[src/tile_settings.svh]
// ----------------------------------------------------------------------
// Widths, counts and command codes shared by the tile memory glue
// TILE_REQ_WORDS must be a power of two, lane index comes from addr bits
// Event indices below fix the bit order of the PMU event vector
// ----------------------------------------------------------------------
`ifndef TILE_SETTINGS_SVH
`define TILE_SETTINGS_SVH

// Walker and data-cache side
`define TILE_ADDR_W          40
`define TILE_DATA_W          64
`define TILE_REQ_WORDS       2
`define TILE_OFFSET_W        5
`define TILE_SET_W           7
`define TILE_PTW_CMD_W       5
`define TILE_PTW_CMD_AMO_OR  5'b01010

// L2 grant side
`define TILE_L2_LINE_W       512
`define TILE_L2_BEAT_W       2
`define TILE_INVAL_ADDR_W    12

// Performance monitor
`define TILE_PMU_CNT_W       32
`define TILE_PMU_NEVT        4
`define TILE_EVT_L2_HIT      0
`define TILE_EVT_ITLB_STALL  1
`define TILE_EVT_PTW_REQ     2
`define TILE_EVT_PTW_AMO     3

`endif

[src/tile_pkg.sv]
// ----------------------------------------------------------------------
// Types for the tile memory glue, widths come from tile_settings.svh
// Data-cache wdata, be and rdata hold one entry per request lane
// ----------------------------------------------------------------------
`include "tile_settings.svh"

package tile_pkg;

    // ------------------------------------------------------------------
    // Plain vectors
    // ------------------------------------------------------------------
    typedef logic [`TILE_ADDR_W-1:0]                          addr_t;
    typedef logic [`TILE_DATA_W-1:0]                          data_t;
    typedef logic [`TILE_DATA_W/8-1:0]                        be_t;
    typedef logic [$clog2(`TILE_REQ_WORDS)-1:0]               lane_idx_t;
    typedef logic [`TILE_OFFSET_W+`TILE_SET_W-1:0]            addr_offset_t;
    typedef logic [`TILE_ADDR_W-`TILE_OFFSET_W-`TILE_SET_W-1:0] addr_tag_t;
    typedef logic [`TILE_PTW_CMD_W-1:0]                       ptw_cmd_t;
    typedef logic [`TILE_L2_LINE_W-1:0]                       l2_line_t;
    typedef logic [`TILE_L2_BEAT_W-1:0]                       l2_beat_t;
    typedef logic [`TILE_INVAL_ADDR_W-1:0]                    inval_addr_t;
    typedef logic [`TILE_PMU_CNT_W-1:0]                       pmu_cnt_t;
    typedef logic [$clog2(`TILE_PMU_NEVT)-1:0]                pmu_sel_t;
    typedef logic [`TILE_PMU_NEVT-1:0]                        pmu_evt_t;

    typedef enum logic {
        DMEM_OP_LOAD,
        DMEM_OP_AMO_OR
    } dmem_op_e;

    typedef enum logic {
        BR_IDLE,
        BR_WAIT_RSP
    } bridge_state_e;

    // ------------------------------------------------------------------
    // Bundles
    // ------------------------------------------------------------------
    typedef struct packed {
        logic     valid;
        ptw_cmd_t cmd;
        logic [2:0] size;
        addr_t    addr;
        data_t    data;
    } ptw_dmem_req_t;

    typedef struct packed {
        logic  valid;
        data_t data;
    } ptw_dmem_rsp_t;

    typedef struct packed {
        logic                             valid;
        addr_offset_t                     addr_offset;
        addr_tag_t                        addr_tag;
        dmem_op_e                         op;
        logic [2:0]                       size;
        logic                             need_rsp;
        logic                             phys_indexed;
        data_t [`TILE_REQ_WORDS-1:0]      wdata;
        be_t   [`TILE_REQ_WORDS-1:0]      be;
    } dcache_req_t;

    typedef struct packed {
        logic                             valid;
        data_t [`TILE_REQ_WORDS-1:0]      rdata;
    } dcache_rsp_t;

    typedef struct packed {
        logic        valid;
        l2_line_t    data;
        l2_beat_t    beat;
        logic        inval;
        inval_addr_t inval_addr;
        logic        l2_hit;    // Grant served from L2 without a miss
    } l2_grant_t;

    typedef struct packed {
        logic        valid;
        logic        ack;       // Last beat of the fill
        l2_line_t    data;
        logic        inv_valid;
        inval_addr_t inv_paddr;
    } ifill_resp_t;

endpackage

[src/ptw_dmem_bridge.sv]
// ----------------------------------------------------------------------
// Walker memory requests onto data-cache requester port 0
// One walker access in flight, the cache must not answer unasked
// Lane is the address bit above the word offset, latched on acceptance
// ----------------------------------------------------------------------
`timescale 1ns/1ns
`include "tile_settings.svh"

module ptw_dmem_bridge (
    input  logic                   clk_i,
    input  logic                   rst_i,

    // Walker side
    input  tile_pkg::ptw_dmem_req_t ptw_req_i,
    output logic                   ptw_ready_o,
    output tile_pkg::ptw_dmem_rsp_t ptw_rsp_o,

    // Data cache side
    output tile_pkg::dcache_req_t  dcache_req_o,
    input  logic                   dcache_ready_i,
    input  tile_pkg::dcache_rsp_t  dcache_rsp_i,

    // Bit 0 request accepted, bit 1 AMO accepted
    output logic [1:0]             ptw_evt_o
);

    localparam int unsigned WordOffW = $clog2(`TILE_DATA_W/8);
    localparam int unsigned LaneW    = $clog2(`TILE_REQ_WORDS);
    localparam int unsigned IdxW     = `TILE_OFFSET_W + `TILE_SET_W;

    tile_pkg::bridge_state_e state_q, state_d;
    tile_pkg::lane_idx_t     req_lane;
    tile_pkg::lane_idx_t     lane_q;
    logic                    is_amo;
    logic                    accept;

    assign req_lane = ptw_req_i.addr[WordOffW +: LaneW];
    assign is_amo   = (ptw_req_i.cmd == `TILE_PTW_CMD_AMO_OR);

    // ------------------------------------------------------------------
    // Request formatting
    // ------------------------------------------------------------------
    always_comb begin
        dcache_req_o.valid        = ptw_req_i.valid && (state_q == tile_pkg::BR_IDLE);
        dcache_req_o.addr_offset  = ptw_req_i.addr[IdxW-1:0];
        dcache_req_o.addr_tag     = ptw_req_i.addr[`TILE_ADDR_W-1:IdxW];
        dcache_req_o.op           = is_amo ? tile_pkg::DMEM_OP_AMO_OR
                                           : tile_pkg::DMEM_OP_LOAD;
        dcache_req_o.size         = ptw_req_i.size;
        dcache_req_o.need_rsp     = 1'b1;
        dcache_req_o.phys_indexed = 1'b1;
        for (int i = 0; i < `TILE_REQ_WORDS; i++) begin
            if (tile_pkg::lane_idx_t'(i) == req_lane) begin
                dcache_req_o.wdata[i] = ptw_req_i.data;
                dcache_req_o.be[i]    = is_amo ? '1 : '0; // Loads write nothing
            end else begin
                dcache_req_o.wdata[i] = '0;
                dcache_req_o.be[i]    = '0;
            end
        end
    end

    assign accept      = dcache_req_o.valid && dcache_ready_i;
    assign ptw_ready_o = (state_q == tile_pkg::BR_IDLE) && dcache_ready_i;

    assign ptw_evt_o[0] = accept;
    assign ptw_evt_o[1] = accept && is_amo;

    // ------------------------------------------------------------------
    // Outstanding access tracking
    // ------------------------------------------------------------------
    always_comb begin
        state_d = state_q;
        unique case (state_q)
            tile_pkg::BR_IDLE: begin
                if (accept) begin
                    state_d = tile_pkg::BR_WAIT_RSP;
                end
            end
            tile_pkg::BR_WAIT_RSP: begin
                if (dcache_rsp_i.valid) begin
                    state_d = tile_pkg::BR_IDLE;  // Zero-cycle turnaround
                end
            end
            default: state_d = tile_pkg::BR_IDLE;
        endcase
    end

    always_ff @(posedge clk_i) begin
        if (rst_i) begin
            state_q <= tile_pkg::BR_IDLE;
        end else begin
            state_q <= state_d;
        end
    end

    always_ff @(posedge clk_i) begin
        if (accept) begin
            lane_q <= req_lane;
        end
    end

    // Response word from the lane seen at acceptance
    assign ptw_rsp_o.valid = (state_q == tile_pkg::BR_WAIT_RSP) && dcache_rsp_i.valid;
    assign ptw_rsp_o.data  = dcache_rsp_i.rdata[lane_q];

    // ------------------------------------------------------------------
    // Protocol checks
    // ------------------------------------------------------------------
    a_no_rsp_in_idle: assert property (
        @(posedge clk_i) disable iff (rst_i)
        (state_q == tile_pkg::BR_IDLE) |-> !dcache_rsp_i.valid
    );

    a_held_req_stable: assert property (
        @(posedge clk_i) disable iff (rst_i)
        (ptw_req_i.valid && !ptw_ready_o) |=> (ptw_req_i.valid && $stable(ptw_req_i.addr))
    );

endmodule

[src/icache_fill_port.sv]
// ----------------------------------------------------------------------
// L2 grant registered into the instruction-fill response
// Output and L2-hit event lag the grant by exactly one cycle
// Fill is acknowledged on the last beat only
// ----------------------------------------------------------------------
`timescale 1ns/1ns

module icache_fill_port (
    input  logic                  clk_i,
    input  logic                  rst_i,
    input  tile_pkg::l2_grant_t   l2_grant_i,
    output tile_pkg::ifill_resp_t ifill_resp_o,
    output logic                  l2_hit_evt_o
);

    logic                  valid_q;
    logic                  ack_q;
    logic                  l2_hit_q;
    tile_pkg::l2_line_t    data_q;
    logic                  inv_valid_q;
    tile_pkg::inval_addr_t inv_paddr_q;

    // Control part
    always_ff @(posedge clk_i) begin
        if (rst_i) begin
            valid_q  <= 1'b0;
            ack_q    <= 1'b0;
            l2_hit_q <= 1'b0;
        end else begin
            valid_q  <= l2_grant_i.valid;
            ack_q    <= l2_grant_i.valid && (l2_grant_i.beat == '1); // Last beat
            l2_hit_q <= l2_grant_i.l2_hit;
        end
    end

    // Payload and invalidation fields pass straight through
    always_ff @(posedge clk_i) begin
        data_q      <= l2_grant_i.data;
        inv_valid_q <= l2_grant_i.inval;
        inv_paddr_q <= l2_grant_i.inval_addr;
    end

    assign ifill_resp_o.valid     = valid_q;
    assign ifill_resp_o.ack       = ack_q;
    assign ifill_resp_o.data      = data_q;
    assign ifill_resp_o.inv_valid = inv_valid_q;
    assign ifill_resp_o.inv_paddr = inv_paddr_q;

    assign l2_hit_evt_o = ack_q && l2_hit_q;  // Counted once per fill

    a_ack_needs_valid: assert property (
        @(posedge clk_i) disable iff (rst_i)
        ifill_resp_o.ack |-> ifill_resp_o.valid
    );

endmodule

[src/pmu_event_counters.sv]
// ----------------------------------------------------------------------
// One wrapping counter per PMU event, read back by index
// iTLB stall bit of evt_i is ignored and formed here instead
// Counters count events, not cycles, except the iTLB stall event
// ----------------------------------------------------------------------
`timescale 1ns/1ns
`include "tile_settings.svh"

module pmu_event_counters (
    input  logic               clk_i,
    input  logic               rst_i,
    input  tile_pkg::pmu_evt_t evt_i,
    input  logic               itlb_miss_i,
    input  logic               itlb_ready_i,
    input  tile_pkg::pmu_sel_t pmu_sel_i,
    output tile_pkg::pmu_cnt_t pmu_cnt_o
);

    tile_pkg::pmu_evt_t evt;
    tile_pkg::pmu_cnt_t cnt_q [`TILE_PMU_NEVT];
    logic               itlb_stall;

    // Miss held while the TLB cannot take a new lookup
    assign itlb_stall = itlb_miss_i && !itlb_ready_i;

    // ------------------------------------------------------------------
    // Event vector
    // ------------------------------------------------------------------
    always_comb begin
        evt                       = evt_i;
        evt[`TILE_EVT_ITLB_STALL] = itlb_stall;
    end

    // ------------------------------------------------------------------
    // Counter bank
    // ------------------------------------------------------------------
    for (genvar g = 0; g < `TILE_PMU_NEVT; g++) begin : gen_cnt
        always_ff @(posedge clk_i) begin
            if (rst_i) begin
                cnt_q[g] <= '0;
            end else if (evt[g]) begin
                cnt_q[g] <= cnt_q[g] + 1'b1;  // Wraps at full scale
            end
        end
    end

    // Readout
    assign pmu_cnt_o = cnt_q[pmu_sel_i];

endmodule

[src/tile_mem_glue.sv]
// ----------------------------------------------------------------------
// Tile memory glue top, walker bridge, fill port and PMU counters
// Data cache sees the walker on requester port 0 only
// No handshake beyond plain valid and ready levels
// ----------------------------------------------------------------------
`timescale 1ns/1ns
`include "tile_settings.svh"

module tile_mem_glue (
    input  logic                    clk_i,
    input  logic                    rst_i,

    // Page table walker
    input  tile_pkg::ptw_dmem_req_t ptw_req_i,
    output logic                    ptw_ready_o,
    output tile_pkg::ptw_dmem_rsp_t ptw_rsp_o,

    // Data cache requester port 0
    output tile_pkg::dcache_req_t   dcache_req_o,
    input  logic                    dcache_ready_i,
    input  tile_pkg::dcache_rsp_t   dcache_rsp_i,

    // L2 network and instruction fill
    input  tile_pkg::l2_grant_t     l2_grant_i,
    output tile_pkg::ifill_resp_t   ifill_resp_o,

    // PMU
    input  logic                    itlb_miss_i,
    input  logic                    itlb_ready_i,
    input  tile_pkg::pmu_sel_t      pmu_sel_i,
    output tile_pkg::pmu_cnt_t      pmu_cnt_o
);

    logic [1:0]         ptw_evt;
    logic               l2_hit_evt;
    tile_pkg::pmu_evt_t pmu_evt;

    // ------------------------------------------------------------------
    // Walker to data cache
    // ------------------------------------------------------------------
    ptw_dmem_bridge ptw_dmem_bridge_i (
        .clk_i          ( clk_i          ),
        .rst_i          ( rst_i          ),
        .ptw_req_i      ( ptw_req_i      ),
        .ptw_ready_o    ( ptw_ready_o    ),
        .ptw_rsp_o      ( ptw_rsp_o      ),
        .dcache_req_o   ( dcache_req_o   ),
        .dcache_ready_i ( dcache_ready_i ),
        .dcache_rsp_i   ( dcache_rsp_i   ),
        .ptw_evt_o      ( ptw_evt        )
    );

    // ------------------------------------------------------------------
    // L2 grant to icache fill
    // ------------------------------------------------------------------
    icache_fill_port icache_fill_port_i (
        .clk_i        ( clk_i        ),
        .rst_i        ( rst_i        ),
        .l2_grant_i   ( l2_grant_i   ),
        .ifill_resp_o ( ifill_resp_o ),
        .l2_hit_evt_o ( l2_hit_evt   )
    );

    // Event vector
    assign pmu_evt[`TILE_EVT_L2_HIT]     = l2_hit_evt;
    assign pmu_evt[`TILE_EVT_ITLB_STALL] = 1'b0;        // Formed in the counters
    assign pmu_evt[`TILE_EVT_PTW_REQ]    = ptw_evt[0];
    assign pmu_evt[`TILE_EVT_PTW_AMO]    = ptw_evt[1];

    pmu_event_counters pmu_event_counters_i (
        .clk_i        ( clk_i        ),
        .rst_i        ( rst_i        ),
        .evt_i        ( pmu_evt      ),
        .itlb_miss_i  ( itlb_miss_i  ),
        .itlb_ready_i ( itlb_ready_i ),
        .pmu_sel_i    ( pmu_sel_i    ),
        .pmu_cnt_o    ( pmu_cnt_o    )
    );

endmodule

[config.mk]
export PLATFORM = sky130hd
export DESIGN_NAME = tile_mem_glue
export DESIGN_NICKNAME = d
export VERILOG_FILES = /design/src/tile_pkg.sv /design/src/ptw_dmem_bridge.sv /design/src/icache_fill_port.sv /design/src/pmu_event_counters.sv /design/src/tile_mem_glue.sv
export VERILOG_INCLUDE_DIRS = /design/src
export SDC_FILE = /design/constraint.sdc
export NUM_CORES = 1
export LEC_CHECK = 0
export ABC_AREA = 1
export BUFFER_PORTS_ARGS = -buffer_cell sky130_fd_sc_hd__buf_2
export CORE_AREA = 2 2 616 618
export CTS_CLUSTER_DIAMETER = 80
export DETAILED_ROUTE_END_ITERATION = 10
export DIE_AREA = 0 0 618 620
export GPL_ROUTABILITY_DRIVEN = 0
export PLACE_DENSITY = 0.33
export SLEW_MARGIN = 40
export SYNTH_ARGS = -nofsm -noshare
export SYNTH_HDL_FRONTEND = slang
export SYNTH_HIERARCHICAL = 1
export SYNTH_SLANG_ARGS = --single-unit
[constraint.sdc]
create_clock -name clk_i -period 4 [get_ports clk_i]
set_input_delay 0.4 -clock clk_i [delete_from_list [all_inputs] [get_ports clk_i]]
set_output_delay 0.4 -clock clk_i [all_outputs]
set_load 0.05 [all_outputs]
# Word-level counts from Yosys, hierarchy flattened

Memory sizes are Yosys's and may differ from the RTL's.
Cells that the tools add are included.

Logic and storage cells: 58
Bits in registers: 530
Output and inout bits: 816
Bits in writable memories: 128
Bits of input ports: 778
Memories: 1

Memories:

| name                       | words | bits a word | read ports | clocked after Yosys merged registers in | write ports | RTL line                 | RTL |
|---|---|---|---|---|---|---|---|
| pmu_event_counters_i.cnt_q | 4     | 32          | 5          | 0                                       | 4           | pmu_event_counters.sv:20 | `` tile_pkg::pmu_cnt_t cnt_q [`TILE_PMU_NEVT]; `` |

$add $sub $neg: 4
Muxes and demuxes: 28
Eq/ne operators: 2
Reductions and logical operators: 9
Magnitude comparators: 1
Bitwise gates (word level): 5

Operators by type and width:

| kind                    | count |
|---|---|
| $mux W64                | 4 |
| $add A32 B1 Y32 const B | 4 |
| $mux W32                | 4 |
| $mux W8                 | 3 |
| $mux W1                 | 16 |
| $logic_and A1 B1 Y1     | 8 |
| $eq A5 B4 Y1 const B    | 1 |
| $or A1 B1 Y1            | 4 |
| $eq A2 B2 Y1 const B    | 1 |
| $lt A1 B2 Y1 const B    | 1 |
| $pmux W1 S2             | 1 |
| $logic_not A1 Y1        | 1 |
| $not A1 Y1              | 1 |

# Logic depth before layout (Yosys ltp)

Gate-level depths: netlist of the first run.

Depth after elaboration: 8
Mapped depth: 9
Mapped depth without buffers: 9

# Modules after synthesis

The synthesis of the first run kept the hierarchy.

Modules (own cells, without submodules):

| module             | area each (um2) | cells an instance | sequential area each (um2) | times used |
|---|---|---|---|---|
| icache_fill_port   | 10631.4         | 540               | 10570.1                    | 1 |
| pmu_event_counters | 8724.6          | 1204              | 3843.7                     | 1 |
| ptw_dmem_bridge    | 2513.7          | 563               | 50.0                       | 1 |
| tile_mem_glue      | 3.8             | 1                 | 0.0                        | 1 |

# Least setup slack after synthesis of the first run

Ideal clock, no wire load.

Path type: in2reg
From: input itlb_miss_i
To: memory pmu_event_counters_i/cnt_q[1][0] (netlist name), enable pin
Data required time: 3.534 ns
Buffers on the path: 0
Library setup time: 0.466 ns
Path slack: 0.807 ns
Data arrival time: 2.728 ns
Stages: 2
Cells stage by stage: inv_1 -> o21ai_0

RTL lines:

| element     | RTL line                 | RTL |
|---|---|---|
| from (decl) | tile_mem_glue.sv:28      | `input logic itlb_miss_i,` |
| to (decl)   | pmu_event_counters.sv:20 |  |

==> results of run 1 <==
power by group through the flow:
stage | clock (uW) | sequential [uW] | combinational, uW
2_1_floorplan | 0 | 8390 | 972
3_3_place_gp | 0 | 7510 | 3320
3_5_place_dp | 0 | 7510 | 3320
4_1_cts | 9640 | 7370 | 3970
5_1_grt | 9800 | 7400 | 4030
6_report | 9250 | 7370 | 3860
stage by stage:
| stage | util [%] | total power, uW |
|---|---|---|
| global route | 11.7 | 21200 |
| floorplan | - | 9360 |
| finish | 11.7 | 20500 |
| global placement | 9.31 | 10800 |
| detailed placement | 9.32 | 10800 |
| CTS | 11.6 | 21000 |
worst min-delay path, cell delays in order:
cell,delay (ns)
buf_2,0.19
inv_1,0.09
nand2_2,0.06
inv_1,0.04
final cells by class:
type | count | share of cell area [%]
well taps | 5016 | 14.2
inverters | 291 | 2.48
diodes | 98 | 0.556
clock inverters | 50 | 1.55
repair buffers | 2060 | 29.6
flip-flops and latches | 658 | 32.8
multi-input cells | 1238 | 12.7
clock buffers | 120 | 6.12
flip-flops by register name, summed over array words and instances (netlist names):
signal                          count
icache_fill_port_i/ack_q            1
icache_fill_port_i/data_q         512
ptw_dmem_bridge_i/lane_q            1
icache_fill_port_i/inv_valid_q      1
icache_fill_port_i/inv_paddr_q     12
pmu_event_counters_i/cnt_q        128
icache_fill_port_i/l2_hit_q         1
ptw_dmem_bridge_i/state_q           1
icache_fill_port_i/valid_q          1
metal layers:
metal | up-vias | wire (um)
met5 | - | 657
met4 | 68 | 10700
met3 | 629 | 26800
met2 | 1630 | 135000
met1 | 12200 | 81100
li1 | 11400 | -
repair_timing:
item                                    4_1_cts  5_1_grt
endpoints found under the setup margin        0        0
hold buffers                                531        0
endpoints found under the hold margin       529        0
worst paths after layout:
path / from / slack, ns / end / cells past startpoint
setup / recovery: ptw_dmem_bridge_i/lane_q$_DFFE_PP_ / 1.06 / ptw_rsp_o[39] / 5
setup reg to reg: ptw_dmem_bridge_i/state_q$_SDFF_PP0_ / 1.67 / pmu_event_counters_i/cnt_q[2][3]$_SDFFCE_PN0P_ / 9
hold reg to reg: ptw_dmem_bridge_i/state_q$_SDFF_PP0_ / 0.52 / ptw_dmem_bridge_i/state_q$_SDFF_PP0_ / 2
hold / removal: rst_i / 0.10 / icache_fill_port_i/valid_q$_SDFF_PP0_ / 4
==> out/qor.yml, run 1 <==
status: "finished with violations"
violations: "antenna violations"
path_delay_family: "buffers and inverters"
ioPinCount: 1594
regArea_mm2: 0.0145
synth_cells: 2307
globalRouteTotalUtil_pct: 12.7
gr-usage-met2_pct: 24.2
p_leak_uw: 0.0192
grt_antenna_before_repair: 311
p_comb_share_pct: 18.8
p_sw_share_pct: 33.6
fin_skew_ns: 0.0537
tns_ns: 0
vias: 25800
path_class: "flop to output pin"
drc: 0
drt_iter0_drc: 1925
crit_chain: "buf_12 -> nand2_1 -> o21ai_0 -> buf_4 -> buf_2"
postCtsSetupRepairBufs: 0
power.density_mw_per_mm2: 465
grt.overflow.total: 0
fillerInstances: 43700
postLayoutSetupSlackWorst_ns: 1.06
slew_viol_final: 0
finalCritPeriodShare_pct: 73.4
first_global_vias: 25100
whs_ns: 0.100
worstPathMaxFanout: 128
met1_usage_pct: 11.9
routed_wl_um: 254000
grt_use_met3_pct: 5.65
pwr-share-seq_pct: 36.0
syn_area_per_cell_um2: 9.48
drt_first_pass_iters: 5
placed_area_mm2: 0.0351
syn_area_mm2: 0.0219
setup_viol: 0
p_switching_uw: 6890
hold_path_class: "input pin to flop"
p_int_uw: 13600
clock_sinks: 658
area_growth_pct: 102
max_cap_violations: 0
die_w_um: 618
clk_pin_slew_ns: 0.06
clkPwrFrac_pct: 45.2
initial_core_util_pct: 5.80
port_buffers: 1507
final_area_mm2: 0.0441
cts_root_buffer: "clkbuf_16"
drive_gt1_share_pct: 40.0
clk_latency_ns: 0.72
worst-slew-pin-transition_ns: 0.776
busiest_layer: "met2"
end_kind: "output pin"
hpwlAfterDp_um: 226000
wire_per_inst_um: 26.7
multi_input_area_mm2: 0.00559
final_hold_viol_count: 0
post-place-ws_ns: 1.25
cts_tree: "built"
timing.fmax_mhz: 341
rsz0062_at_grt: "false"
ir_drop_v: 0.000464
slew_headroom_pct: 48.3
die_height_um: 620
ctsHtreeMaxLevel: 3
mostFrequentLayoutCells: "buf_2, dlygate4sd3_1, dfxtp_1, nand2_1, nor2_1"
rows: 226
dieArea_mm2: 0.383
clockBufferDepth: 3
place_inst: 8732
crit_path_start_kind: "flop"
cts_buffers: 94
arrival_ns: 2.54
worstPathRequired_ns: 3.60
grt_pass1_wl_um: 307000
grt_max_degree: 129
drt-vias-per-instance: 2.71
coreArea_mm2: 0.377
layoutNonFillerInstCount: 9531
ant_nets: 2
final_common_cell: "buf_2"
fin_crit_ns: 2.94
crit_slowest_cell: "buf_12"
cts_resized: 0
cp_num_buf_inv: 3
yosysWarningCount: 6
final_nets: 5125
slowest_delay_ns: 0.38
No activity file was read; power rests on OpenSTA's default activity.
==> inputs of run 2 (changes only) <==
CORE_AREA = 2 2 630 632   (was 2 2 616 618)
DIE_AREA = 0 0 632 634   (was 0 0 618 620)
clock period = 2.6 ns   (was 4 ns; I/O delays follow)
==> out/qor.yml, run 2 (same netlist as run 1, synthesis figures left out) <==
initial_core_util_pct: 5.55  # -0.25 points
post-place-ws_ns: 0.0868  # -1.17 ns
slowest_delay_ns: 0.41  # +0.03 ns
ctsHtreeMaxLevel: 3  # unchanged
arrival_ns: 2.35  # -0.19 ns
wire_per_inst_um: 26.6  # -0.26%
drive_gt1_share_pct: 42.9  # +2.9 points
fin_util_pct: 12.0  # +0.32 points
pwr-share-seq_pct: 35.6  # -0.4 points
worstPathMaxFanout: 7  # -95%
path_class: "flop to output pin"
violations: "negative setup slack"
clockBufferDepth: 4  # +1
grt_pass1_wl_um: 318000  # +3.5%
clk_latency_ns: 0.78  # +0.06 ns
p_leak_uw: 0.0205  # +6.4%
slew_headroom_pct: 50.0  # +1.7 points
clkPwrFrac_pct: 43.7  # -1.5 points
die_w_um: 632  # +2.3%
finalCritPeriodShare_pct: 100
max_cap_violations: 0  # unchanged
final_common_cell: "buf_2"
drc: 0  # unchanged
final_nets: 5260  # +2.6%
cts_buffers: 99  # +5.3%
fillerInstances: 45500  # +4.0%
crit_top_cell: "buf_12"
ir_drop_v: 0.000471  # +1.4%
ant_nets: 0  # -2
first_global_vias: 26300  # +5.1%
coreArea_mm2: 0.394  # +4.5%
port_buffers: 1507  # unchanged
grt_antenna_before_repair: 300  # -3.5%
fin_skew_ns: 0.0232  # -0.0305 ns
postLayoutSetupSlackWorst_ns: -0.0109  # -1.08 ns
setup_viol: 2  # +2
grt_max_degree: 82  # -36%
crit_path_start_kind: "flop"
p_switching_uw: 10700  # +55%
largest_register_ffs: 512  # unchanged
die_height_um: 634  # +2.3%
p_sw_share_pct: 33.5  # -0.12 points
rsz0062_at_grt: "true"
cts_root_buffer: "clkbuf_16"
slew_viol_final: 0  # unchanged
reg_top3: "icache_fill_port_i/data_q x512, pmu_event_counters_i/cnt_q x128, icache_fill_port_i/inv_paddr_q x12"
status: "finished with violations"
final_hold_viol_count: 0  # unchanged
area_growth_pct: 117
crit_slowest_cell: "edfxtp_1"
clk_pin_slew_ns: 0.06  # about the same
max_flop_register: "icache_fill_port_i/data_q"
worst-slew-pin-transition_ns: 0.747  # -0.0288 ns
drt_iter0_drc: 2012  # +4.5%
drt_first_pass_iters: 5  # unchanged
power.density_mw_per_mm2: 673  # +45%
grt.overflow.total: 0  # unchanged
routed_wl_um: 263000  # +3.3%
p_comb_share_pct: 20.7  # +1.9 points
drt-vias-per-instance: 2.69  # -0.98%
end_kind: "output pin"
ioPinCount: 1594  # unchanged
globalRouteTotalUtil_pct: 12.6  # -0.12 points
cts_tree: "built"
dieArea_mm2: 0.401  # +4.6%
mostFrequentLayoutCells: "buf_2, dlygate4sd3_1, dfxtp_1, nand2_1, nor2_1"
rows: 231  # +2.2%
timing.fmax_mhz: 383
worstPathRequired_ns: 2.34  # -1.26 ns
clock_sinks: 658  # unchanged
crit_chain: "buf_12 -> buf_16 -> buf_12 -> buf_12 -> buf_16 -> buf_8 -> nand2_8 -> o21ai_4 -> buf_6"
p_int_uw: 21200  # +56%
vias: 26500  # +2.6%
hold_path_class: "input pin to flop"
fin_crit_ns: 2.61
hpwlAfterDp_um: 232000  # +2.4%
-- run 2: cell types whose count changed in the layout (fill, tap and decap cells not counted), moves of 18 or more --
cell and change:
nand2_1 -35, buf_8 +25, buf_6 +47, buf_2 -74, buf_4 +41, dlygate4sd3_1 +52, nand2_4 +18, o21ai_4 +49
o21ai_0 -77, buf_12 +31
-- run 2: stage by stage --
| step | hold WS (ns) | std cells | total power [uW] | setup TNS (ns) | cell area [um2] |
|---|---|---|---|---|---|
| after floorplan | 0.288 | 2308 | 14400 | 0 | 21900 |
| after global routing | 0.0286 | 9837 | 33100 | -3.12 | 47300 |
| after detailed placement | 0.364 | 9006 | 16900 | 0 | 36200 |
| final | 0.0980 | 9875 | 31900 | -0.0154 | 47400 |
| after CTS | 0.000243 | 9791 | 32600 | -4.72 | 47000 |
| after global placement | 0.362 | 8986 | 16900 | -27.76 | 35800 |
-- run 2: timing repair --
action | 4_1_cts | 5_1_grt
gates resized for setup | 323 | 31
endpoints found under the setup margin | 73 | 46
pin swaps | 41 | 4
hold buffers | 583 | 0
hold endpoints to repair | 548 | 0
setup buffers | 20 | 4
gates cloned | 8 | 0
-- run 2: layout make-up --
| type | count | area, um2 | area share (%) |
|---|---|---|---|
| Clock inverter | 51 | 571 | 1.20 |
| Clock buffer | 123 | 2730 | 5.77 |
| Sequential cell | 658 | 14500 | 30.5 |
| Multi-Input combinational cell | 1238 | 6490 | 13.7 |
| Antenna cell | 82 | 205 | 0.433 |
| Tap cell | 5242 | 6560 | 13.9 |
| Inverter | 291 | 1090 | 2.31 |
| Timing Repair Buffer | 2190 | 15200 | 32.2 |
-- run 2: worst paths after layout --
path                                                         from  cells past startpoint  slack [ns]                                               to
setup reg to reg  pmu_event_counters_i/cnt_q[2][12]$_SDFFCE_PN0P_                      7        0.71  pmu_event_counters_i/cnt_q[2][22]$_SDFFCE_PN0P_
setup / recovery               ptw_dmem_bridge_i/lane_q$_DFFE_PP_                      9       -0.01                                     ptw_rsp_o[2]
hold reg to reg    pmu_event_counters_i/cnt_q[1][0]$_SDFFCE_PN0P_                      1        0.61   pmu_event_counters_i/cnt_q[1][0]$_SDFFCE_PN0P_
hold / removal                                    l2_grant_i[477]                      2         0.1           icache_fill_port_i/data_q[461]$_DFF_P_
-- run 2: power groups by stage --
stage | clock [uW] | combinational, uW | sequential [uW]
2_1_floorplan | 0 | 1500 | 12900
3_3_place_gp | 0 | 5330 | 11600
3_5_place_dp | 0 | 5380 | 11600
4_1_cts | 14500 | 6730 | 11400
5_1_grt | 14800 | 6870 | 11400
6_report | 13900 | 6590 | 11400
-- run 2: layer usage --
metal / GRT usage (%) / vias up / share of wire (%) / routed length (um)
met5: 0 / - / 0.23 / 611
met4: 4.84 / 92 / 4.8 / 12700
met3: 5.28 / 693 / 10 / 26500
met2: 24.1 / 1668 / 54 / 140000
met1: 11.6 / 12400 / 31 / 82200
li1: - / 11600 / - / -
-- run 2: critical path, delay by kind of cell (launching register included) --
kind / cells / cell delay, ns
buf+inv: 7 / 1.01
flops: 1 / 0.41
compound gates: 1 / 0.09
simple gates: 1 / 0.06
